<file path="config.mk">
export PLATFORM = sky130hd
export DESIGN_NAME = access_decode
export DESIGN_NICKNAME = d
export VERILOG_FILES = /design/src/hw/mem_pkg.sv /design/src/hw/access_decode.sv
export VERILOG_INCLUDE_DIRS = /design/src /design/src/hw
export SDC_FILE = /design/constraint.sdc
export NUM_CORES = 1
export LEC_CHECK = 0
export BUFFER_PORTS_ARGS = -buffer_cell sky130_fd_sc_hd__buf_2
export CAP_MARGIN = 5
export CORE_AREA = 2 2 44 46
export CTS_BUF_LIST = sky130_fd_sc_hd__clkbuf_16
export CTS_CLUSTER_SIZE = 14
export DETAILED_ROUTE_END_ITERATION = 10
export DIE_AREA = 0 0 46 48
export HOLD_SLACK_MARGIN = 0.05
export PLACE_DENSITY = 0.74
export SLEW_MARGIN = 10
export SYNTH_ARGS = -nofsm -noshare
export SYNTH_HDL_FRONTEND = slang
export SYNTH_SLANG_ARGS = --single-unit
</file>
<file path="constraint.sdc">
create_clock -name clk -period 0.94 [get_ports clk]
set_clock_uncertainty 0.15 [all_clocks]
set_input_delay 0.094 -clock clk [delete_from_list [all_inputs] [get_ports clk]]
set_output_delay 0.094 -clock clk [all_outputs]
set_load 0.05 [all_outputs]
</file>
<file path="src/hw/mem_cfg.svh">
// data memory configuration: data and address widths, RAM depth and base address
`ifndef MEM_CFG_SVH
`define MEM_CFG_SVH

// width of one RAM location and of the load and store data ports
`define MEM_DATA_W 64

// byte address width as seen by the core
`define MEM_ADDR_W 64

// log2 of the RAM depth in doublewords, 256 doublewords give 2 KiB
`define MEM_INDEX_W 8

// byte address that maps onto RAM location zero
// addresses above the window wrap back into it
`define MEM_BASE 64'h0000_0000_8000_0000

`endif

</file>
<file path="src/hw/mem_pkg.sv">
// data memory package: access width encoding and the datapath types shared by all blocks
`include "mem_cfg.svh"

package mem_pkg;

    // access size of a load or store, one width per cycle for both ports
    typedef enum logic [1:0] {
        width_byte   = 2'd0,
        width_half   = 2'd1,
        width_word   = 2'd2,
        width_double = 2'd3
    } mem_width_t;

    typedef logic [`MEM_DATA_W-1:0] dword_t;

    // one bit per byte lane of a doubleword, bit 0 is the lowest byte
    typedef logic [7:0] lane_mask_t;

    typedef logic [`MEM_INDEX_W-1:0] mem_index_t;

    // byte position inside a doubleword
    typedef logic [2:0] byte_offset_t;

endpackage

</file>
<file path="src/hw/access_decode.sv">
// access decoder: rebases a byte address, splits it into index and offset and checks alignment
`include "mem_cfg.svh"

module access_decode
    import mem_pkg::*;
(
    input  logic                   clk,
    input  logic                   reset,
    input  logic                   strobe,
    input  logic [`MEM_ADDR_W-1:0] addr,
    input  mem_width_t             width,
    output logic                   access_en,
    output mem_index_t             index,
    output byte_offset_t           offset,
    output lane_mask_t             lane_mask,
    output logic                   fault
);

    logic [`MEM_ADDR_W-1:0] rebased;
    lane_mask_t             base_mask;
    logic                   aligned;

    // address relative to the start of the RAM window
    assign rebased = addr - `MEM_BASE;

    // bits above the index are dropped, so accesses outside the window wrap
    assign offset = rebased[2:0];
    assign index  = rebased[3 +: `MEM_INDEX_W];

    // lane mask of the access at offset zero, plus the natural alignment test
    always_comb begin
        case (width)
            width_byte: begin
                base_mask = 8'h01;
                aligned   = 1'b1;
            end
            width_half: begin
                base_mask = 8'h03;
                aligned   = (offset[0] == 1'b0);
            end
            width_word: begin
                base_mask = 8'h0f;
                aligned   = (offset[1:0] == 2'b00);
            end
            default: begin
                base_mask = 8'hff;
                aligned   = (offset == 3'b000);
            end
        endcase
    end

    // an aligned access never pushes mask bits past lane 7
    assign lane_mask = base_mask << offset;

    // a misaligned strobe is dropped here and never reaches the RAM
    assign access_en = strobe & aligned;

    // fault pulse follows the offending strobe by one cycle
    always_ff @(posedge clk) begin
        if (reset) begin
            fault <= 1'b0;
        end else begin
            fault <= strobe & ~aligned;
        end
    end

endmodule

</file>
After elaboration in Yosys (flattened, before gate mapping)
Cells that the tools add are included.

storage, ports and cells
  register bits after elaboration = 1
  input bits = 69
  word-level logic and storage cells = 14
  output and inout bits = 21

operators by class
  $add $sub $neg = 1
  reductions and logical operators = 3
  equal/unequal tests = 2
  mux-type cells = 2
  shift operators = 1
  bitwise logic cells = 4

operators by type and width
  operator                 number
  $pmux W8 S3              1
  $sub A11 B1 Y11 const B  1
  $shl A8 B3 Y8            1
  $logic_not A2 Y1         2
  $logic_not A3 Y1         1
  $pmux W1 S3              1
  $and A1 B1 Y1            2
  $eq A2 B1 Y1 const B     1
  $eq A2 B2 Y1 const B     1
  $not A1 Y1               2

Longest topological paths before layout
Gate-level depths: netlist of run 1.

  word-level depth = 5
  depth in mapped cells = 4
  mapped depth without buffers = 3

Worst setup path before layout of run 1
Ideal clock, no wire load.

  kind = input -> output
  start = input addr[0]
  end = output lane_mask[1]
  required time = 0.696 ns
  setup slack = -0.693 ns
  buffers on the path = 1
  arrival time = 1.389 ns
  stages = 4
  path through = buf_6 -> or2_4 -> nor2_1 -> nor3_1

on the way
  word-level cells in the longest chain between the ends = 2

RTL lines
  element                    line                 RTL
  start, declared            access_decode.sv:10  input logic [`MEM_ADDR_W-1:0] addr,
  $sub A11 B1 Y11 (no line)  --
  $shl A8 B3 Y8              access_decode.sv:53  assign lane_mask = base_mask << offset;
  end, declared              access_decode.sv:15  output lane_mask_t lane_mask,

Every way passes these cells.

Worst setup path in the final report of run 1
  start = input addr[0]
  end = output lane_mask[5]

The elaborated chain is that of the path after synthesis.

==> results of run 1 <==
==> cells in the mapped netlist, types with 2 or more instances <==
cell type / n
buf_4: 11
nor2_1: 4
a21oi_1: 3
o21ai_0: 3
a21o_1: 2
buf_2: 2
nand2_1: 2
nand2b_1: 2
nor3_1: 2
==> kinds of logic (layout without fill, tap and decap cells) <==
| group | Yosys count | count (layout) | synth area share, % |
|---|---|---|---|
| compound gates | 14 | 14 | 31.3 |
| buf+inv | 15 | 31 | 35.8 |
| flops | 1 | 1 | 6.58 |
| simple gates | 15 | 15 | 26.3 |
==> critical path, cell delays in order <==
cell and delay [ns]:
buf_12 0.10, or2_4 0.27, o221a_4 0.27, buf_8 0.15
==> worst paths after layout <==
path,slack (ns),startpoint,endpoint
setup / recovery,-0.18,addr[0],lane_mask[5]
hold / removal,0.04,addr[4],index[1]
==> stage by stage <==
step | total power (µW) | area [µm²] | util [%] | setup slack, ns
global placement | 371 | 429 | 25.4 | -0.316
global route | 534 | 664 | 39.3 | -0.191
floorplan | 399 | 374 | - | -0.367
detailed placement | 375 | 429 | 25.4 | -0.340
finish | 511 | 664 | 39.3 | -0.183
CTS | 496 | 633 | 37.5 | -0.181
==> layout make-up <==
cell class                      count  area [µm²]  area share [%]
Sequential cell                     1        20.0            3.01
Multi-Input combinational cell     29         273            41.1
Tap cell                           17        21.3            3.20
Timing Repair Buffer               31         350            52.7
==> where the power goes <==
part	internal [µW]	switching, µW	leakage (µW)
Combinational	213	253	0.000290
Clock	0	0	0
Sequential	45.5	0.371	0.00000823
==> per-layer routing <==
layer	vias to the layer above	wire length [µm]	global-route usage (%)
met5	-	0	0
met4	0	0	0
met3	0	141	2.26
li1	182	-	-
met2	22	512	16.1
met1	166	372	11.7
==> repair_timing <==
item / CTS / global route
endpoints found under the hold margin: 8 / 8
cloned: 1 / 0
pin swaps: 9 / 3
setup endpoints to repair: 9 / 10
resized for setup: 47 / 7
buffers inserted: 0 / 0
==> impl_metrics.env, run 1 <==
export IMPL_status="complete, but fails checks"
export IMPL_violations="negative setup slack"
export IMPL_num_antenna_cells=0
export IMPL_slew_headroom_pct=83.0
export IMPL_arrival_ns=0.88
export IMPL_hold_path_class="primary input to output pin"
export IMPL_slew_viol_final=0
export IMPL_grt_remaining_overflow=0
export IMPL_netlist_area_um2=304
export IMPL_synth_edff_count=0
export IMPL_antenna_found_initial=0
export IMPL_synth_warnings=0
export IMPL_avgViaCountPerCell=4.74
export IMPL_hold_viol=0
export IMPL_wirelength_um=1030
export IMPL_synth_seq_cells=1
export IMPL_startpoint_type="primary input"
export IMPL_first_iter_violations=0
export IMPL_grt_pass1_wl_um=1540
export IMPL_synth_distinct_cells=23
export IMPL_stdcell_count=78
export IMPL_largest_register="fault"
export IMPL_drc=0
export IMPL_syn2layout_area_growth_pct=119
export IMPL_timing_final_ws_setup_ns=-0.183
export IMPL_tns_ns=-1.14
export IMPL_coreArea_um2=1690
export IMPL_post_dp_hpwl_um=706
export IMPL_synth_async_reset_ratio_pct=0
export IMPL_synth_fp_nets=114
export IMPL_syn_avg_cell_area_um2=6.76
export IMPL_drv_cap=0
export IMPL_dieArea_um2=2210
export IMPL_drt_antenna_violating_nets=0
export IMPL_power_density_nw_per_um2=770
export IMPL_holdWs_ns=0.0380
export IMPL_p_leak_uw=0.000298
export IMPL_die_h_um=48
export IMPL_synthTopCellsByArea="buf_4 (27%), dfxtp_1 (6.6%), a21oi_1 (4.9%)"
export IMPL_grt_use_total_pct=9.04
export IMPL_reg_largest_list="fault: 1 flops"
export IMPL_fmax_ghz=0.890
export IMPL_nets=132
export IMPL_synth_cells=45
export IMPL_grt_pass1_vias=348
export IMPL_port_buffers=20
export IMPL_synthFlopType="dfxtp_1"
export IMPL_cp_required_ns=0.70
export IMPL_dr_pass1_iters=1
export IMPL_vias=370
export IMPL_post_route_period_util_pct=119
export IMPL_hold_path_cell_count=0
export IMPL_fin_crit_ns=1.12
export IMPL_layout_drive_gt1_share_pct=77.0
export IMPL_fill_cells=184
export IMPL_yosys_area_top_type="buf_4"
export IMPL_rsz0062_at_grt="true"
export IMPL_ir_worst_vdd_uv=348
export IMPL_yosysSeqAreaShare_pct=6.58
export IMPL_final_cell_mix="buf_6 (8), buf_4 (8), buf_8 (5), buf_2 (5), buf_12 (3)"
export IMPL_tightest_slew_ns=0.256
export IMPL_path_max_fanout=5
export IMPL_crit_type="primary input to output pin"
export IMPL_dieWidth_um=46
export IMPL_fp_row_count=15
export IMPL_cp_end_kind="output pin"
export IMPL_io_pins=90
export IMPL_yosysTopAreaCellShare_pct=27.2
export IMPL_grt_max_degree=11
export IMPL_largest_reg_flops=1
export IMPL_placedCellCount=77
export IMPL_gp_congestion=0.774
export IMPL_wl_per_cell_um=13.2
export IMPL_setup_viol=9
export IMPL_initial_core_util_pct=18.0
Note: power is estimated with default switching activity, not from simulation.
==> inputs of run 2 (changes only) <==
--- a/config.mk
+++ b/config.mk
@@ -6,6 +6,7 @@
 export SDC_FILE = /design/constraint.sdc
 export NUM_CORES = 1
 export LEC_CHECK = 0
+export ABC_AREA = 1
 export BUFFER_PORTS_ARGS = -buffer_cell sky130_fd_sc_hd__buf_2
 export CAP_MARGIN = 5
 export CORE_AREA = 2 2 44 46
@@ -15,6 +16,7 @@
 export DIE_AREA = 0 0 46 48
 export HOLD_SLACK_MARGIN = 0.05
 export PLACE_DENSITY = 0.74
+export RECOVER_POWER = 25
 export SLEW_MARGIN = 10
 export SYNTH_ARGS = -nofsm -noshare
 export SYNTH_HDL_FRONTEND = slang
==> constraint.sdc (replaced) <==
create_clock -name clk -period 0.94 [get_ports clk]
set_clock_uncertainty 0.15 [all_clocks]
set_input_delay 0.047 -clock clk [delete_from_list [all_inputs] [get_ports clk]]
set_output_delay 0.047 -clock clk [all_outputs]
set_load 0.05 [all_outputs]
==> run 2 against run 1 <==
Effect of this change: the run ends with negative hold slack, negative setup slack left; sequential share of layout area rose by 0.88 points; first-iteration DRC count rose by 1; area after synthesis fell by 2.5%; via count rose by 1.4%; cell count rose by 13%; combinational power fell by 21%; critical path depth rose by 3; die area did not move; cell area fell by 23%; routed wire length fell by 23%; sequential power barely moved; power fell by 19%; largest power group unchanged.
==> impl_metrics.env, run 2 <==
export IMPL_first_iter_violations=1
export IMPL_holdWs_ns=-0.0560
export IMPL_startpoint_type="primary input"
export IMPL_switching_share_pct=56.6
export IMPL_largest_reg_flops=1
export IMPL_fin_crit_ns=0.972
export IMPL_cp_required_ns=0.74
export IMPL_p_clk_share_pct=0
export IMPL_reg_largest_list="fault: 1 flops"
export IMPL_yosysSeqAreaShare_pct=6.75
export IMPL_grt_pass1_vias=309
export IMPL_syn2layout_area_growth_pct=73.4
export IMPL_yosysTopAreaCellShare_pct=27.8
export IMPL_synth_async_reset_ratio_pct=0
export IMPL_min_from="addr[4]"
export IMPL_initial_core_util_pct=17.6
export IMPL_violations="negative hold slack, negative setup slack"
export IMPL_synthTopCellsByArea="buf_4 (28%), nor2_1 (11%), nand2_1 (10%)"
export IMPL_p_comb_share_pct=89.0
export IMPL_antenna_found_initial=0
export IMPL_post_dp_hpwl_um=637
export IMPL_internal_power_uw=180
export IMPL_placedCellCount=87
export IMPL_dr_pass1_iters=3
export IMPL_synthFlopType="dfxtp_1"
export IMPL_fmax_ghz=1.03
export IMPL_slew_headroom_pct=83.5
export IMPL_port_buffers=20
export IMPL_status="complete, but fails checks"
export IMPL_crit_type="primary input to output pin"
export IMPL_timing_final_ws_setup_ns=-0.0323
export IMPL_fp_row_count=15
export IMPL_synth_fp_nets=124
export IMPL_wl_per_cell_um=9.00
export IMPL_mostFrequentLayoutCell="buf_4"
export IMPL_layout_drive_gt1_share_pct=67.6
export IMPL_yosys_area_top_type="buf_4"
export IMPL_gp_congestion=0.835
export IMPL_synth_edff_count=0
export IMPL_avgViaCountPerCell=4.26
export IMPL_drt_antenna_violating_nets=0
export IMPL_p_leak_uw=0.000272
export IMPL_post_route_period_util_pct=103
export IMPL_vias=375
export IMPL_synth_seq_cells=1
export IMPL_wirelength_um=792
export IMPL_seq_power_share_pct=11.0
export IMPL_dieWidth_um=46
export IMPL_fill_cells=183
export IMPL_dieArea_um2=2210
export IMPL_stdcell_count=88
export IMPL_p_total_uw=415
export IMPL_nets=142
export IMPL_arrival_ns=0.78
export IMPL_grt_pass1_wl_um=1220
export IMPL_synth_warnings=0
export IMPL_power_density_nw_per_um2=807
export IMPL_hold_end="index[1]"
export IMPL_hold_viol=8
export IMPL_multi_input_area_um2=201
export IMPL_synth_cells=55
export IMPL_coreArea_um2=1690
export IMPL_hold_path_class="primary input to output pin"
export IMPL_slew_viol_final=0
export IMPL_cp_end_kind="output pin"
export IMPL_io_pins=90
export IMPL_netlist_area_um2=297
export IMPL_place_area_um2=395
export IMPL_hold_path_cell_count=0
export IMPL_drc=0
export IMPL_register_area_um2=20.0
export IMPL_synthTopCellsByCount="buf_4 (11), nor2_1 (9), nand2_1 (8), inv_1 (6), nand3_1 (4)"
export IMPL_grt_use_total_pct=7.10
export IMPL_grt_max_degree=8
export IMPL_path_max_fanout=5
export IMPL_setup_viol=1
export IMPL_die_h_um=48
export IMPL_tightest_slew_ns=0.249
export IMPL_yosysMostFrequentCell="buf_4"
export IMPL_synth_distinct_cells=15
export IMPL_rsz0062_at_grt="true"
export IMPL_final_cell_mix="buf_4 (10), buf_6 (8), buf_2 (7), nand2_1 (6)"
export IMPL_syn_avg_cell_area_um2=5.39
export IMPL_grt_remaining_overflow=0
export IMPL_largest_register="fault"
export IMPL_stdcell_area_um2=514
export IMPL_drv_cap=0
export IMPL_switching_power_uw=235
export IMPL_ir_worst_vdd_uv=181
export IMPL_num_antenna_cells=0
==> run 2: cell type report <==
class | count | share of cell area (%)
multi-input cells | 34 | 39.2
flip-flops and latches | 1 | 3.89
repair buffers | 27 | 45.7
inverters | 9 | 7.06
well taps | 17 | 4.14
==> run 2: stage by stage <==
| stage | setup WS [ns] | setup TNS, ns | util (%) |
|---|---|---|---|
| finish | -0.0323 | -0.0323 | 30.4 |
| detailed placement | -0.137 | -0.555 | 23.4 |
| CTS | -0.0273 | -0.0380 | 26.8 |
| global placement | -0.114 | -0.452 | 23.4 |
| global route | -0.0890 | -0.153 | 30.4 |
| floorplan | -0.110 | -0.266 | - |
==> run 2: worst max-delay path by stage <==
stage,slack [ns],start,endpoint
after floorplan,-0.11,width[0],lane_mask[3]
after global placement,-0.11,addr[1],access_en
after detailed placement,-0.14,width[0],access_en
after CTS,-0.03,addr[0],access_en
after global routing,-0.09,addr[1],access_en
final,-0.03,addr[1],access_en
==> run 2: kinds of logic after synthesis <==
kind of cell | synth area share (%)
flip-flops | 6.75
buffers and inverters | 39.2
AO/OA/AOI/OAI | 11.0
AND/OR/NAND/NOR | 43.0
==> run 2: layer usage <==
| layer | vias up | track usage (%) | wire length, µm |
|---|---|---|---|
| met5 | - | 0 | 0 |
| met4 | 0 | 1.14 | 5 |
| met3 | 2 | 1.89 | 69 |
| met1 | 164 | 8.13 | 296 |
| li1 | 193 | - | - |
| met2 | 16 | 13.3 | 421 |
==> run 2: timing repair <==
item                                    4_1_cts  5_1_grt
buffers inserted                              0        1
hold endpoints to repair                      8        8
gates resized for setup                      19       17
pin swaps                                     1       10
endpoints found under the setup margin        9        9
==> run 2: critical path: stages <==
cell and delay (ns):
buf_12 0.11, nor2_4 0.12, nand2_2 0.07, nor2_2 0.10
nor2_1 0.05, nor2_2 0.11, buf_6 0.16
==> run 2: power groups by stage <==
stage | Clock [µW] | Sequential [µW] | Combinational (µW)
after floorplan | 0 | 53.8 | 302
after global placement | 0 | 45.8 | 297
after detailed placement | 0 | 45.8 | 300
after CTS | 0 | 45.8 | 339
after global routing | 0 | 46.1 | 393
final | 0 | 45.8 | 369
==> inputs of run 3 (changes only) <==
--- a/config.mk
+++ b/config.mk
@@ -17,6 +17,7 @@
 export HOLD_SLACK_MARGIN = 0.05
 export PLACE_DENSITY = 0.74
 export RECOVER_POWER = 25
+export SKIP_LAST_GASP = 1
 export SLEW_MARGIN = 10
 export SYNTH_ARGS = -nofsm -noshare
 export SYNTH_HDL_FRONTEND = slang
==> run 3 against run 2 <==
Effect of this change: the run still ends with negative hold slack, negative setup slack left; sequential power about the same; maximum frequency increased by 1.2%; first-iteration DRC count increased to 4.0 times the previous value; power decreased by 2.9%; utilization decreased by 1.4 points; sequential share of layout area increased by 0.19 points; flip-flop and latch count unchanged; hold slack unchanged; via count decreased by 3.2%; combinational power decreased by 3%; critical path depth unchanged; cell area decreased by 4.6%.
==> impl_metrics.env, run 3 (synthesis results as in run 2) <==
export IMPL_p_total_uw=403
export IMPL_dp_slack_ns=-0.137
export IMPL_place_area_um2=395
export IMPL_slew_headroom_pct=83.5
export IMPL_internal_power_uw=169
export IMPL_first_iter_violations=4
export IMPL_final_cell_mix="buf_4 (10), buf_2 (8), buf_6 (7), nand2_2 (6)"
export IMPL_postCtsSetupRepairBufs=0
export IMPL_dr_pass1_iters=4
export IMPL_wl_per_cell_um=8.84
export IMPL_grt_pass1_vias=312
export IMPL_p_clk_share_pct=0
export IMPL_nets=141
export IMPL_grt_remaining_overflow=0
export IMPL_p_comb_share_pct=88.6
export IMPL_holdWs_ns=-0.0560
export IMPL_ir_worst_vdd_uv=165
export IMPL_seq_power_share_pct=11.4
export IMPL_post_dp_hpwl_um=637
export IMPL_mostFrequentLayoutCell="buf_4"
export IMPL_switching_power_uw=234
export IMPL_arrival_ns=0.76
export IMPL_antenna_found_initial=0
export IMPL_drc=0
export IMPL_timing_final_ws_setup_ns=-0.0211
export IMPL_initial_core_util_pct=17.6
export IMPL_port_buffers=20
export IMPL_largest_reg_flops=1
export IMPL_syn2layout_area_growth_pct=65.4
export IMPL_die_h_um=48
export IMPL_drv_cap=0
export IMPL_setup_viol=1
export IMPL_fp_row_count=15
export IMPL_violations="negative hold slack, negative setup slack"
export IMPL_reg_largest_list="fault: 1 flops"
export IMPL_path_max_fanout=4
export IMPL_dieArea_um2=2210
export IMPL_avgViaCountPerCell=4.17
export IMPL_post_route_period_util_pct=102
export IMPL_grt_use_total_pct=6.64
export IMPL_switching_share_pct=58.0
export IMPL_slew_viol_final=0
export IMPL_utilization_pct=29.0
export IMPL_rsz0062_at_grt="true"
export IMPL_hold_viol=8
export IMPL_cp_end_kind="output pin"
export IMPL_largest_register="fault"
export IMPL_grt_pass1_wl_um=1160
export IMPL_fmax_ghz=1.04
export IMPL_num_antenna_cells=0
export IMPL_coreArea_um2=1690
export IMPL_cp_required_ns=0.74
export IMPL_vias=363
export IMPL_status="complete, but fails checks"
export IMPL_layout_drive_gt1_share_pct=67.1
export IMPL_wirelength_um=769
export IMPL_fin_crit_ns=0.961
export IMPL_power_density_nw_per_um2=822
export IMPL_stdcell_area_um2=490
export IMPL_dieWidth_um=46
export IMPL_io_pins=90
export IMPL_grt_max_degree=8
export IMPL_drt_antenna_violating_nets=0
export IMPL_gp_congestion=0.835
export IMPL_crit_type="primary input to output pin"
export IMPL_startpoint_type="primary input"
export IMPL_tightest_slew_ns=0.249
export IMPL_hold_path_class="primary input to output pin"
export IMPL_p_leak_uw=0.000260
[run 3: final timing paths]
kind                    start   endpoint  cells after the start
worst min-delay path  addr[4]   index[1]                      0
worst max-delay path  addr[0]  access_en                      7
[run 3: layout make-up]
| class | count | area (µm²) |
|---|---|---|
| Inverter | 9 | 36.3 |
| Timing Repair Buffer | 26 | 209 |
| Tap cell | 17 | 21.3 |
| Fill cell | 183 | 1200 |
| Sequential cell | 1 | 20.0 |
| Multi-Input combinational cell | 34 | 204 |
[run 3: per-stage QoR]
stage	hold WS (ns)	TNS, ns	instances
6_report	-0.0560	-0.0211	87
5_1_grt	-0.0559	-0.165	87
4_1_cts	-0.0557	-0.0948	87
3_5_place_dp	-0.0557	-0.555	87
3_3_place_gp	-0.0557	-0.452	87
2_1_floorplan	0.0401	-0.266	55
[run 3: power groups by stage]
stage                     combinational [µW]  clock, µW  sequential, µW
after floorplan                          302          0            53.8
after global placement                   297          0            45.8
after detailed placement                 300          0            45.8
after CTS                                335          0            45.8
after global routing                     380          0            46.1
final                                    357          0            45.8
[run 3: per-layer routing]
layer	up-vias	global-route usage [%]	routed length (µm)
met5	-	0	0
met4	0	1.14	5
met3	2	1.89	68
met2	16	12.5	382
met1	155	7.47	311
li1	190	-	-
[run 3: worst max-delay path: stages]
cell and delay, ns:
buf_8 0.11, nor2_4 0.12, nand2_2 0.07, nor2_2 0.10
nor2_1 0.05, nor2_2 0.11, buf_6 0.16
[run 3: repair_timing]
action                                  in CTS  in global routing
hold endpoints to repair                     8                  8
endpoints found under the setup margin       9                  9
pin swaps                                    0                  5
gates resized for setup                     17                 14
