**src/hw/mem_cfg.svh**
```systemverilog
// data memory configuration: data and address widths, RAM depth and base address
`ifndef MEM_CFG_SVH
`define MEM_CFG_SVH

// width of one RAM location and of the load and store data ports
`define MEM_DATA_W 64

// byte address width as seen by the core
`define MEM_ADDR_W 64

// log2 of the RAM depth in doublewords, 256 doublewords give 2 KiB
`define MEM_INDEX_W 8

// byte address that maps onto RAM location zero
// addresses above the window wrap back into it
`define MEM_BASE 64'h0000_0000_8000_0000

`endif

```
**src/hw/mem_pkg.sv**
```systemverilog
// data memory package: access width encoding and the datapath types shared by all blocks
`include "mem_cfg.svh"

package mem_pkg;

    // access size of a load or store, one width per cycle for both ports
    typedef enum logic [1:0] {
        width_byte   = 2'd0,
        width_half   = 2'd1,
        width_word   = 2'd2,
        width_double = 2'd3
    } mem_width_t;

    typedef logic [`MEM_DATA_W-1:0] dword_t;

    // one bit per byte lane of a doubleword, bit 0 is the lowest byte
    typedef logic [7:0] lane_mask_t;

    typedef logic [`MEM_INDEX_W-1:0] mem_index_t;

    // byte position inside a doubleword
    typedef logic [2:0] byte_offset_t;

endpackage

```
**src/hw/load_align.sv**
```systemverilog
// load aligner: extracts the addressed field from the RAM doubleword and zero-extends it
module load_align
    import mem_pkg::*;
(
    input  logic         clk,
    input  logic         reset,
    input  logic         ren,
    input  byte_offset_t offset,
    input  mem_width_t   width,
    input  dword_t       ram_data,
    output dword_t       rdata,
    output logic         rvalid
);

    logic         pending;
    byte_offset_t offset_q;
    mem_width_t   width_q;
    dword_t       shifted;
    dword_t       field;

    // offset and width travel alongside the RAM read
    always_ff @(posedge clk) begin
        if (ren) begin
            offset_q <= offset;
            width_q  <= width;
        end
    end

    // the addressed byte moves down to bit 0
    assign shifted = ram_data >> {offset_q, 3'b000};

    always_comb begin
        case (width_q)
            width_byte:   field = {56'b0, shifted[7:0]};
            width_half:   field = {48'b0, shifted[15:0]};
            width_word:   field = {32'b0, shifted[31:0]};
            default:      field = shifted;
        endcase
    end

    // rdata only changes with rvalid, so it holds the last load between reads
    always_ff @(posedge clk) begin
        if (reset) begin
            pending <= 1'b0;
            rvalid  <= 1'b0;
            rdata   <= '0;
        end else begin
            pending <= ren;
            rvalid  <= pending;
            if (pending) begin
                rdata <= field;
            end
        end
    end

endmodule

```
**config.mk**
```make
export PLATFORM = sky130hd
export DESIGN_NAME = load_align
export DESIGN_NICKNAME = d
export VERILOG_FILES = /design/src/hw/mem_pkg.sv /design/src/hw/load_align.sv
export VERILOG_INCLUDE_DIRS = /design/src /design/src/hw
export SDC_FILE = /design/constraint.sdc
export NUM_CORES = 1
export LEC_CHECK = 0
export ABC_CLOCK_PERIOD_IN_PS = 1900
export BUFFER_PORTS_ARGS = -buffer_cell sky130_fd_sc_hd__buf_2
export CORE_MARGIN = 2
export CORE_UTILIZATION = 25
export DETAILED_ROUTE_END_ITERATION = 10
export PLACE_DENSITY = 0.53
export SLEW_MARGIN = 20
export SYNTH_ARGS = -nofsm -noshare
export SYNTH_HDL_FRONTEND = slang
export SYNTH_SLANG_ARGS = --single-unit
```
**constraint.sdc**
```tcl
create_clock -name clk -period 1.9 [get_ports clk]
set_input_delay 0.285 -clock clk [delete_from_list [all_inputs] [get_ports clk]]
set_output_delay 0.285 -clock clk [all_outputs]
set_load 0.05 [all_outputs]
```
---- Word level (Yosys, flattened, before mapping) ----
Index checks and enable logic that the tools add are counted.
storage, ports and cells
  flip-flop bits (word level) ............. 71
  input bits .............................. 72
  output and inout bits ................... 65
  logic and storage cells ................. 10
cells by class
  eq/ne operators ......................... 2
  shifts and indexed selects .............. 1
  muxes and demuxes ....................... 1
  reduce and logical (&&, ||, !) cells .... 1
operators by type and width
  cell                  count
  $pmux W64 S3          1
  $shr A64 B6 Y64       1
  $eq A2 B1 Y1 const B  1
  $eq A2 B2 Y1 const B  1
  $logic_not A2 Y1      1

---- Depth between registers and ports, before layout ----
Gate-level depths: netlist (run 1).
  depth in word-level cells ............... 2
  depth in mapped cells ................... 7
  gate-level depth less buffers ........... 4

---- Worst setup path before layout (run 1) ----
No wires, ideal clock.
  path kind ............................... register -> register
  start ................................... register offset_q[1]
  end ..................................... register rdata[11]
  library setup time ...................... 0.117 ns
  arrival time ............................ 1.373 ns
  data required time ...................... 1.783 ns
  setup slack ............................. 0.411 ns
  stages on the path, launching flop included .. 7
  path buffers ............................ 3
  period minus slack after synthesis ...... 1.489 ns
  cell sequence ........................... edfxtp_1 buf_6 buf_6 buf_6 a2111oi_0 nor3_1 a22o_1
on the way
  cells in the longest elaborated chain, start to end .. 2
RTL lines
  item                      RTL line          source
  start: declaration        load_align.sv:16  byte_offset_t offset_q;
  start signal: assignment  load_align.sv:24  offset_q <= offset;
  $shr A64 B6 Y64           load_align.sv:30  assign shifted = ram_data >> {offset_q, 3'b000};
  $pmux W64 S3              load_align.sv:33  case (width_q)
  end signal: assignment    load_align.sv:51  rdata <= field;
  end: declaration          load_align.sv:11  output dword_t rdata,
Every way passes these cells.
A chain may end at the register's enable or synchronous reset.

---- Final worst setup path (run 1) ----
  start ................................... register offset_q[0]
  end ..................................... register rdata[14]
The elaborated chain is that of the path after synthesis.

==> out/summary.md, run 1 <==
Outcome
• **run status** complete, no violations

Setup path
• **slowest stage cell on the critical path** sky130_fd_sc_hd__a2111oi_0
• **worst stage delay on the critical path** 480 ps
• **category of the worst setup path launch point** register
• **critical path capture point type** register
• **maximum fanout along the worst path** 11
• **data arrival time of the worst path** 2000 ps
• **library cell appearing most often on the critical path** sky130_fd_sc_hd__buf_4
• **startpoint-to-endpoint class of the critical path** register to register
• **crit path cell chain** buf_4 > buf_4 > a2111oi_0 > nor3_1 > a22o_1
• **data required time of the worst path** 2140 ps

Detailed routing
• **routed vias/inst** 5.00
• **initial DRC count** 229
• **number of remaining DRC errors** 0
• **total via count after detailed routing** 3778
• **total detailed-routing wirelength** 14600 µm
• **number of routed nets with antenna violations** 0
• **routed wire length per instance** 19.4 µm
• **DR pass1 iterations** 6

Synth
• **synthesized area per cell** 9.94 µm²
• **fraction of synthesis flops using an asynchronous set or reset pin** 0%
• **Post-synth EDFFs** 5
• **Netlist cell types** 42
• **area fraction in compound gates after synthesis** 21.0%
• **Gate Count Post-Synth** 400
• **simple-gate share of the synthesized area** 15.6%
• **post-synth net total** 472
• **main combinational cell family by area after synthesis** compound AO/OA/AOI/OAI gates
• **total standard cell area after synthesis** 3980 µm²
• **xor and xnor area share after synthesis** 0%
• **mux cell area share after synthesis** 20.1%
• **ys flop type** sky130_fd_sc_hd__dfxtp_1
• **area share of fa/ha/maj cells after synthesis** 0%
• **sequential area share after synthesis** 37.0%
• **Synth Register Bits** 71
• **total number of yosys warnings** 0

Die
• **initial core utilization** 25.3%
• **die boundary height** 130 µm
• **die width** 130 µm
• **num ports** 137
• **number of standard-cell rows in the floorplan** 46
• **core region area** 15700 µm²
• **die outline area** 16900 µm²

Clock network
• **TritonCTS clock tree** built
• **Max Root-Sink Buffers** 2
• **H-Tree Depth** 3
• **Clk Tree Root Cell** sky130_fd_sc_hd__clkbuf_16
• **latest clock arrival within the worst-skew pair** 340 ps
• **clock buffer count from CTS** 9
• **post-CTS setup buffer count** 0
• **clk sink count** 71
• **Post-CTS Resized** 0
• **clock-pin transition on the worst setup and hold timing paths** 70 ps
• **hold buffer count at CTS** 0

STA
• **Max transition margin** 52.0%
• **Final Slew Violations** 0
• **final count of negative-setup-slack endpoints** 0
• **Final Skew** 7.64 ps
• **transition time at the pin with the least slew margin** 712 ps
• **RSZ-0062 raised after global routing** false
• **final hold vios** 0
• **achievable frequency** 570 MHz
• **share of the cycle needed by the critical path after routing** 92.3%
• **time the final worst path needs with I/O delays and setup** 1750 ps
• **TNS Setup** 0 ps

Global route
• **residual overflow from global routing** 0
• **overall track demand over capacity in global routing** 17.2%
• **number of global-route vias before repair** 3685
• **initial antenna violation count** 0
• **global-route wire length before repair** 21600 µm
• **pin count of the biggest net entering global routing** 35

Placed design
• **post-detailed-placement half-perimeter wirelength** 11400 µm
• **Port-buffer cells** 136
• **final estimated routing congestion in global placement** 0.829

Final layout
• **share of final-layout standard cells stronger than drive strength 1** 37.1%
• **final-stage net count** 606
• **growth of design area from synthesis to finish** 31.8%
• **post-route core utilization** 33.3%
• **diode count** 0

Power
• **power per cell area** 804 nW/µm²
• **VDD IR-drop max** 0.000418 V
• **leakage component of the power** 0.00228 µW

Flow run
• **MaxCap Viol Count** 0

Hold path
• **worst hold-check path type** input pin to register

==> state kept, by name (all words and copies together), names as in the netlist <==
signal,cells
rdata,64
width_q,2
pending,1
rvalid,1
offset_q,3
==> layout make-up <==
| class | count | area (µm²) |
|---|---|---|
| Clock buffer | 12 | 268 |
| Multi-Input combinational cell | 291 | 2260 |
| Timing Repair Buffer | 158 | 933 |
| Inverter | 3 | 11.3 |
| Clock inverter | 4 | 27.5 |
| Fill cell | 1614 | 10500 |
| Tap cell | 216 | 270 |
| Sequential cell | 71 | 1470 |
==> cell families after synthesis <==
family | Yosys count
mux | 63
simple gates | 117
compound gates | 111
flops | 71
buf+inv | 38
==> layer usage <==
| metal | share of wire [%] | global-route usage [%] | routed length (µm) | up-vias |
|---|---|---|---|---|
| met5 | 0 | 0 | 0 | - |
| met4 | 1.4 | 5.76 | 204 | 0 |
| met3 | 6.6 | 4.10 | 960 | 15 |
| met2 | 49 | 28.5 | 7130 | 144 |
| met1 | 43 | 22.0 | 6320 | 1830 |
| li1 | - | - | - | 1789 |
==> per-stage QoR <==
| stage | hold slack (ps) | area, µm² | cells | setup slack (ps) | total power, µW |
|---|---|---|---|---|---|
| after floorplan | 365 | 3980 | 400 | 411 | 2250 |
| after global placement | 446 | 4940 | 739 | 159 | 2560 |
| final | 119 | 5240 | 755 | 145 | 4210 |
| after detailed placement | 466 | 4940 | 739 | 146 | 2570 |
| after global routing | 111 | 5240 | 755 | 1.39 | 4370 |
| after CTS | 107 | 5240 | 755 | 135 | 4250 |
==> cell usage in the layout, fill, tap and decap left out, types with 2 or more instances in the layout <==
cell type | Yosys | routed
sky130_fd_sc_hd__mux2i_1 | 44 | 44
sky130_fd_sc_hd__mux4_2 | 13 | 13
sky130_fd_sc_hd__nor3_1 | 12 | 12
sky130_fd_sc_hd__o221ai_1 | 7 | 7
sky130_fd_sc_hd__nor4_1 | 5 | 5
sky130_fd_sc_hd__buf_2 | 7 | 136
sky130_fd_sc_hd__o22ai_1 | 8 | 8
sky130_fd_sc_hd__a211oi_1 | 13 | 13
sky130_fd_sc_hd__clkbuf_16 | 0 | 10
sky130_fd_sc_hd__dfxtp_1 | 66 | 66
sky130_fd_sc_hd__nand2_1 | 12 | 12
sky130_fd_sc_hd__edfxtp_1 | 5 | 5
sky130_fd_sc_hd__buf_4 | 7 | 15
sky130_fd_sc_hd__o2bb2ai_1 | 11 | 11
sky130_fd_sc_hd__a22o_1 | 5 | 5
sky130_fd_sc_hd__mux2_2 | 6 | 6
sky130_fd_sc_hd__nand2b_1 | 14 | 14
sky130_fd_sc_hd__a2111oi_0 | 3 | 3
sky130_fd_sc_hd__a222oi_1 | 2 | 2
sky130_fd_sc_hd__nor2_1 | 41 | 40
sky130_fd_sc_hd__nor2b_1 | 23 | 23
sky130_fd_sc_hd__clkinvlp_4 | 0 | 3
sky130_fd_sc_hd__a21oi_1 | 8 | 8
sky130_fd_sc_hd__o31ai_1 | 3 | 3
sky130_fd_sc_hd__a21o_1 | 5 | 5
sky130_fd_sc_hd__o21ai_0 | 6 | 6
sky130_fd_sc_hd__inv_2 | 2 | 2
sky130_fd_sc_hd__a22oi_1 | 35 | 35
sky130_fd_sc_hd__and2_1 | 3 | 3
sky130_fd_sc_hd__buf_12 | 0 | 7
sky130_fd_sc_hd__o211ai_1 | 2 | 2
==> cell usage after synthesis, drive strengths merged (6+ instances only) <==
cell type,count,area [µm²]
o221ai,7,61.3
a21oi,8,40.0
buf,23,193
mux2,6,67.6
nand2b,15,101
o21ai,6,30.0
dfxtp,66,1320
mux4,13,293
nor4,7,65.1
a22oi,35,263
o2bb2ai,11,96.3
nor2b,23,144
nand2,12,45.0
clkbuf,12,45.0
o22ai,8,50.1
nor2,41,154
a211oi,13,97.6
mux2i,44,440
nor3,12,60.1
==> path summary, 6_finish.rpt <==
path                               from                      to  slack (ps)  cells past startpoint
hold reg to reg   rdata[2]$_SDFFE_PP0P_   rdata[2]$_SDFFE_PP0P_         480                      2
hold / removal                offset[2]   offset_q[2]$_DFFE_PP_         120                      1
setup / recovery  offset_q[0]$_DFFE_PP_  rdata[14]$_SDFFE_PP0P_         150                      5
setup reg to reg  offset_q[0]$_DFFE_PP_  rdata[14]$_SDFFE_PP0P_         150                      5
==> power breakdown <==
| group | internal [µW] | leakage, µW | switching, µW |
|---|---|---|---|
| combinational | 366 | 0.00156 | 575 |
| clock | 997 | 0.000136 | 679 |
| sequential | 1560 | 0.000584 | 39.3 |
==> worst max-delay path: cells and delay by family (launching register included) <==
kind | cells | cell delay, ps
AOI/OAI and AO/OA | 2 | 670
DFF | 1 | 440
buffers and inverters | 2 | 420
and+or+nand+nor | 1 | 120
No activity file was read; power rests on OpenSTA's default activity.
==> run 2: changes to the inputs <==
Settings changed: CORE_ASPECT_RATIO set to 0.8, MAX_ROUTING_LAYER set to met4.
==> run 2 against run 1 <==
Cell area shrank 0.84%. Clock skew about the same. First-iteration DRC count is 14% higher. Critical endpoint is now rdata[26]$_SDFFE_PP0P_. Sequential share of layout area increased by 0.24 points. Sequential power about the same. Highest routed layer unchanged. Power is 1.8% higher. Cell count shrank 0.13%. Register-to-register slack lost 20 ps. Clock-buffer cell count stayed put. Die area barely moved. Wire length rose by 0.38%.
==> out/summary.md, run 2 (same netlist as run 1, synthesis figures left out) <==
Power
• **Net Sw Power** 1260 µW, was 1290 µW
• **post-layout total power** 4290 µW, was 4210 µW
• **internal power of the cells** 3030 µW, was 2920 µW
• **power per cell area** 826 nW/µm², was 804 nW/µm²
• **leakage component of the power** 0.00228 µW, about the same
• **VDD IR-drop max** 0.000429 V, was 0.000418 V
• **clock share of power** 41.3%, was 39.8%
• **switching part of the total** 29.4%, was 30.7%
• **Comb power frac** 21.5%, was 22.3%
• **sequential share of power** 37.3%, was 37.9%

STA
• **time the final worst path needs with I/O delays and setup** 1780 ps, was 1750 ps
• **final setup margin** 122 ps, was 145 ps
• **achievable frequency** 563 MHz, was 570 MHz
• **final count of negative-setup-slack endpoints** 0, unchanged
• **TNS Setup** 0 ps, unchanged
• **transition time at the pin with the least slew margin** 728 ps, was 712 ps
• **Final Skew** 7.68 ps, was 7.64 ps
• **final hold vios** 0, unchanged
• **Final Slew Violations** 0, unchanged
• **Max transition margin** 51.4%, was 52.0%
• **RSZ-0062 raised after global routing** false, unchanged
• **share of the cycle needed by the critical path after routing** 93.6%, was 92.3%

Placed design
• **final estimated routing congestion in global placement** 0.875, was 0.829
• **cell total after placement** 738, was 739
• **post-detailed-placement half-perimeter wirelength** 11400 µm, about the same
• **Port-buffer cells** 136, unchanged
• **pre-CTS setup slack** 151 ps, was 146 ps
• **placed instance area** 4880 µm², was 4940 µm²

Final layout
• **Largest register FFs** 64, unchanged
• **top register by number of flip-flops** rdata, unchanged
• **layout filler cell count** 1612, was 1614
• **registers with the most flip-flops** rdata (64), offset_q (3), width_q (2), unchanged
• **top library cells by usage in the layout, fill and taps aside** 136 x sky130_fd_sc_hd__buf_2, 66 x sky130_fd_sc_hd__dfxtp_1, 44 x sky130_fd_sc_hd__mux2i_1, 40 x sky130_fd_sc_hd__nor2_1, 35 x sky130_fd_sc_hd__a22oi_1, unchanged
• **share of final-layout standard cells stronger than drive strength 1** 37.1%, unchanged
• **Layout Cells excl Fill** 754, was 755
• **footprint of the flip-flops and latches** 1470 µm², unchanged
• **leading cell type in the layout, fill and taps excluded** sky130_fd_sc_hd__buf_2, unchanged
• **final-stage net count** 607, was 606
• **diode count** 0, unchanged
• **combined area of the multi-input logic cells** 2260 µm², unchanged
• **final std cell area, no fill** 5190 µm², was 5240 µm²
• **growth of design area from synthesis to finish** 30.7%, was 31.8%

Global route
• **overall track demand over capacity in global routing** 17.5%, was 17.2%
• **residual overflow from global routing** 0, unchanged
• **number of global-route vias before repair** 3774, was 3685
• **pin count of the biggest net entering global routing** 54, was 35
• **global-route wire length before repair** 21900 µm, was 21600 µm
• **initial antenna violation count** 0, unchanged

Detailed routing
• **DR pass1 iterations** 7, was 6
• **number of remaining DRC errors** 0, unchanged
• **number of routed nets with antenna violations** 0, unchanged
• **total via count after detailed routing** 3885, was 3778
• **initial DRC count** 260, was 229
• **total detailed-routing wirelength** 14700 µm, was 14600 µm
• **routed vias/inst** 5.15, was 5.00
• **routed wire length per instance** 19.5 µm, was 19.4 µm

Die
• **initial core utilization** 25.4%, was 25.3%
• **number of standard-cell rows in the floorplan** 41, was 46
• **core region area** 15600 µm², was 15700 µm²
• **die boundary height** 117 µm, was 130 µm
• **die outline area** 16900 µm², about the same
• **num ports** 137, unchanged
• **die width** 145 µm, was 130 µm

Setup path
• **data arrival time of the worst path** 2030 ps, was 2000 ps
• **startpoint-to-endpoint class of the critical path** register to register, unchanged
• **critical path capture point type** register, unchanged
• **register-to-register setup slack** 120 ps, was 150 ps
• **data required time of the worst path** 2150 ps, was 2140 ps
• **worst reg2reg path startpoint** offset_q[0]$_DFFE_PP_, unchanged
• **worst reg2reg path depth** 5, unchanged
• **maximum fanout along the worst path** 31, was 11
• **category of the worst setup path launch point** register, unchanged
• **Reg-to-Reg End** rdata[26]$_SDFFE_PP0P_, was rdata[14]$_SDFFE_PP0P_

Clock network
• **clock-pin transition on the worst setup and hold timing paths** 60 ps, was 70 ps
• **TritonCTS clock tree** built, unchanged
• **hold buffer count at CTS** 0, unchanged
• **Max Root-Sink Buffers** 2, unchanged
• **H-Tree Depth** 3, unchanged
• **latest clock arrival within the worst-skew pair** 340 ps, about the same
• **clock buffer count from CTS** 9, unchanged
• **Clk Tree Root Cell** sky130_fd_sc_hd__clkbuf_16, unchanged
• **clk sink count** 71, unchanged

Hold path
• **worst min-delay path startpoint** width[1], was offset[2]
• **Endpoint, Worst Hold** width_q[1]$_DFFE_PP_, was offset_q[2]$_DFFE_PP_
• **worst hold-check path type** input pin to register, unchanged
• **number of cells traversed by the worst hold path** 1, unchanged

Flow run
• **MaxCap Viol Count** 0, unchanged

Outcome
• **run status** complete, no violations, unchanged

==> run 2: changes by cell type in the layout (fill, tap and decap cells not counted) <==
cell / previous run / this run
sky130_fd_sc_hd__bufinv_16: 0 / 1
sky130_fd_sc_hd__clkinvlp_4: 3 / 0
sky130_fd_sc_hd__buf_12: 7 / 2
sky130_fd_sc_hd__clkinv_2: 1 / 2
sky130_fd_sc_hd__buf_4: 15 / 21
==> run 2: worst max path at each step <==
stage | startpoint | endpoint
floorplan | offset_q[1]$_DFFE_PP_ | rdata[11]$_SDFFE_PP0P_
global placement | reset | rdata[30]$_SDFFE_PP0P_
detailed placement | offset_q[2]$_DFFE_PP_ | rdata[61]$_SDFFE_PP0P_
CTS | offset_q[0]$_DFFE_PP_ | rdata[26]$_SDFFE_PP0P_
global route | offset_q[1]$_DFFE_PP_ | rdata[26]$_SDFFE_PP0P_
finish | offset_q[0]$_DFFE_PP_ | rdata[26]$_SDFFE_PP0P_
==> run 2: power groups by stage <==
stage                     Clock (µW)  Combinational [µW]  Sequential [µW]
after floorplan                    0                 502             1750
after global placement             0                 903             1630
after detailed placement           0                 912             1630
after CTS                       1790                 916             1600
after global routing            1880                 984             1600
final                           1770                 920             1600
==> run 2: through the flow <==
stage               utilization (%)  hold slack, ps
floorplan                         -             365
global placement               31.2             450
global route                   33.2             117
CTS                            33.1             115
detailed placement             31.2             450
finish                         33.2             121
==> run 2: final cells by class <==
type	count	area share (%)
clock buffer	12	5.15
clock inverter	3	0.771
inverter	3	0.217
multi-input combinational	291	43.4
sequential	71	28.3
tap	215	5.18
timing repair buffer	159	16.9
==> run 2: critical path: stages (launching register included) <==
cell,delay [ps]
sky130_fd_sc_hd__edfxtp_1,370
sky130_fd_sc_hd__buf_12,220
sky130_fd_sc_hd__buf_4,310
sky130_fd_sc_hd__mux2i_1,400
sky130_fd_sc_hd__a222oi_1,160
sky130_fd_sc_hd__a211oi_1,220
==> run 2: repair_timing <==
action,4_1_cts,5_1_grt
setup buffers,0,1
setup endpoints to repair,0,1
resized for setup,0,0
==> run 2: routing by layer <==
layer / part of all wire, % / vias up / global-route usage, %
li1: - / 1798 / -
met1: 45 / 1876 / 22.8
met2: 45 / 195 / 27.0
met3: 9.0 / 16 / 4.57
met4: 1.5 / 0 / 5.21
met5: 0 / - / -
==> run 3: changes to the inputs <==
==> constraint.sdc (replaced) <==
create_clock -name clk -period 1.9 [get_ports clk]
set_input_delay 0.38 -clock clk [delete_from_list [all_inputs] [get_ports clk]]
set_output_delay 0.38 -clock clk [all_outputs]
set_load 0.05 [all_outputs]
==> run 3 against run 2 <==
Clock-buffer cell count decreased by 1. Critical path type unchanged. Sequential share of layout area decreased by 0.14 points. Combinational power increased by 2.4%. Hold slack improved by 94 ps. Clock skew increased by 1.4 ps. Maximum frequency increased by 1.1%. Flip-flop and latch count unchanged. Critical endpoint is now rdata[14]$_SDFFE_PP0P_. Via count decreased by 1.2%. Register-to-register slack improved by 20 ps.
==> out/summary.md, run 3 (same netlist as run 1, synthesis figures left out) <==
Die
• **die boundary height** 117 µm, unchanged
• **die width** 145 µm, unchanged
• **number of standard-cell rows in the floorplan** 41, unchanged
• **num ports** 137, unchanged
• **die outline area** 16900 µm², unchanged
• **core region area** 15600 µm², unchanged
• **initial core utilization** 25.4%, unchanged

Placed design
• **Port-buffer cells** 136, unchanged
• **pre-CTS setup slack** 112 ps, was 151 ps
• **final estimated routing congestion in global placement** 0.884, was 0.875
• **post-detailed-placement half-perimeter wirelength** 11400 µm, about the same

Detailed routing
• **number of remaining DRC errors** 0, unchanged
• **initial DRC count** 283, was 260
• **routed vias/inst** 5.10, was 5.15
• **total via count after detailed routing** 3839, was 3885
• **total detailed-routing wirelength** 14600 µm, was 14700 µm
• **DR pass1 iterations** 5, was 7
• **number of routed nets with antenna violations** 0, unchanged
• **routed wire length per instance** 19.4 µm, was 19.5 µm

Global route
• **pin count of the biggest net entering global routing** 42, was 54
• **residual overflow from global routing** 0, unchanged
• **global-route wire length before repair** 22300 µm, was 21900 µm
• **initial antenna violation count** 0, unchanged
• **number of global-route vias before repair** 3834, was 3774
• **overall track demand over capacity in global routing** 18.0%, was 17.5%

Setup path
• **endpoint of the most critical setup path** rdata[14]$_SDFFE_PP0P_, was rdata[26]$_SDFFE_PP0P_
• **startpoint-to-endpoint class of the critical path** register to register, unchanged
• **worst reg2reg path startpoint** offset_q[1]$_DFFE_PP_, was offset_q[0]$_DFFE_PP_
• **category of the worst setup path launch point** register, unchanged
• **slowest stage cell on the critical path** sky130_fd_sc_hd__a2111oi_1, was sky130_fd_sc_hd__mux2i_1
• **maximum fanout along the worst path** 27, was 31
• **register-to-register setup slack** 140 ps, was 120 ps
• **worst reg2reg path depth** 6, was 5
• **worst setup path startpoint** offset_q[1]$_DFFE_PP_, was offset_q[0]$_DFFE_PP_
• **worst stage delay on the critical path** 450 ps, was 400 ps
• **data arrival time of the worst path** 1980 ps, was 2030 ps
• **data required time of the worst path** 2120 ps, was 2150 ps
• **number of logic stages on the critical path including buffering** 6, was 5
• **crit path cell chain** buf_12 > buf_12 > nor2b_1 > a2111oi_1 > nor3_1 > a22o_1, was buf_12 > buf_4 > mux2i_1 > a222oi_1 > a211oi_1
• **library cell appearing most often on the critical path** sky130_fd_sc_hd__buf_12
• **cell family contributing the most delay on the critical path** compound AO/OA/AOI/OAI gates, was buffers and inverters
• **sum of buffers and inverters on the critical path** 2, unchanged
• **critical path capture point type** register, unchanged
• **Reg-to-Reg End** rdata[14]$_SDFFE_PP0P_, was rdata[26]$_SDFFE_PP0P_

STA
• **Final Slew Violations** 0, unchanged
• **final hold vios** 0, unchanged
• **RSZ-0062 raised after global routing** false, unchanged
• **final count of negative-setup-slack endpoints** 0, unchanged
• **share of the cycle needed by the critical path after routing** 92.6%, was 93.6%
• **Max transition margin** 55.2%, was 51.4%
• **TNS Setup** 0 ps, unchanged
• **achievable frequency** 569 MHz, was 563 MHz
• **final setup margin** 141 ps, was 122 ps
• **Final Skew** 9.09 ps, was 7.68 ps
• **transition time at the pin with the least slew margin** 665 ps, was 728 ps
• **time the final worst path needs with I/O delays and setup** 1760 ps, was 1780 ps

Outcome
• **run status** complete, no violations, unchanged

Final layout
• **post-route core utilization** 33.4%, was 33.2%
• **top register by number of flip-flops** rdata, unchanged
• **combined area of the multi-input logic cells** 2260 µm², about the same
• **footprint of the flip-flops and latches** 1470 µm², unchanged
• **diode count** 0, unchanged
• **registers with the most flip-flops** rdata (64), offset_q (3), width_q (2), unchanged
• **growth of design area from synthesis to finish** 31.3%, was 30.7%
• **top library cells by usage in the layout, fill and taps aside** 136 x sky130_fd_sc_hd__buf_2, 66 x sky130_fd_sc_hd__dfxtp_1, 44 x sky130_fd_sc_hd__mux2i_1, 40 x sky130_fd_sc_hd__nor2_1, 35 x sky130_fd_sc_hd__a22oi_1, unchanged
• **share of final-layout standard cells stronger than drive strength 1** 37.2%, was 37.1%
• **leading cell type in the layout, fill and taps excluded** sky130_fd_sc_hd__buf_2, unchanged
• **Largest register FFs** 64, unchanged
• **layout filler cell count** 1650, was 1612
• **final-stage net count** 605, was 607

Clock network
• **Post-CTS Resized** 0, unchanged
• **H-Tree Depth** 3, unchanged
• **clock buffer count from CTS** 9, unchanged
• **clock-pin transition on the worst setup and hold timing paths** 60 ps, about the same
• **Clk Tree Root Cell** sky130_fd_sc_hd__clkbuf_16, unchanged
• **latest clock arrival within the worst-skew pair** 340 ps, about the same
• **hold buffer count at CTS** 0, unchanged
• **TritonCTS clock tree** built, unchanged
• **clk sink count** 71, unchanged
• **Max Root-Sink Buffers** 2, unchanged
• **post-CTS setup buffer count** 0, unchanged

Flow run
• **MaxCap Viol Count** 0, unchanged

Power
• **VDD IR-drop max** 0.000413 V, was 0.000429 V
• **power per cell area** 820 nW/µm², was 826 nW/µm²
• **leakage component of the power** 0.00228 µW, about the same
• **post-layout total power** 4280 µW, was 4290 µW

Hold path
• **worst hold-check path type** input pin to register, unchanged

-- run 3: layer usage --
metal  part of all wire, %  GRT usage, %  vias to the layer above
met5                     0             -                        -
met4                  0.68          3.43                        0
met3                   7.5          5.70                        8
met2                    46          27.6                      159
met1                    46          23.6                     1870
li1                      -             -                     1802
-- run 3: power by group --
group          switching (µW)  internal, µW  leakage, µW  total (µW)
clock                     653          1090     0.000152        1740
sequential               40.9          1560     0.000584        1600
combinational             581           362      0.00155         942
-- run 3: worst reg2reg max path: stages (launching register included) --
cell	delay [ps]
sky130_fd_sc_hd__edfxtp_1	370
sky130_fd_sc_hd__buf_12	220
sky130_fd_sc_hd__buf_12	210
sky130_fd_sc_hd__nor2b_1	70
sky130_fd_sc_hd__a2111oi_1	450
sky130_fd_sc_hd__nor3_1	110
sky130_fd_sc_hd__a22o_1	210
-- run 3: worst min-delay path by stage --
stage	slack, ps	end	from	cells after the start
after global routing	200	offset_q[1]$_DFFE_PP_	offset[1]	1
after detailed placement	460	rdata[20]$_SDFFE_PP0P_	rdata[20]$_SDFFE_PP0P_	2
after CTS	200	offset_q[1]$_DFFE_PP_	offset[1]	1
after floorplan	460	rvalid$_SDFF_PP0_	reset	1
after global placement	440	rdata[20]$_SDFFE_PP0P_	rdata[20]$_SDFFE_PP0P_	2
final	220	offset_q[1]$_DFFE_PP_	offset[1]	1
-- run 3: through the flow --
step	instances	hold WS, ps	area [µm²]
3_5_place_dp	737	457	4910
2_1_floorplan	400	460	3980
4_1_cts	753	200	5220
3_3_place_gp	737	444	4910
5_1_grt	753	201	5220
6_report	753	216	5220
-- run 3: final cells by class --
| class | count | share of cell area [%] |
|---|---|---|
| Clock inverter | 5 | 1.08 |
| Clock buffer | 11 | 4.84 |
| Timing Repair Buffer | 157 | 17.3 |
| Multi-Input combinational cell | 291 | 43.3 |
| Sequential cell | 71 | 28.2 |
| Inverter | 3 | 0.216 |
| Tap cell | 215 | 5.15 |
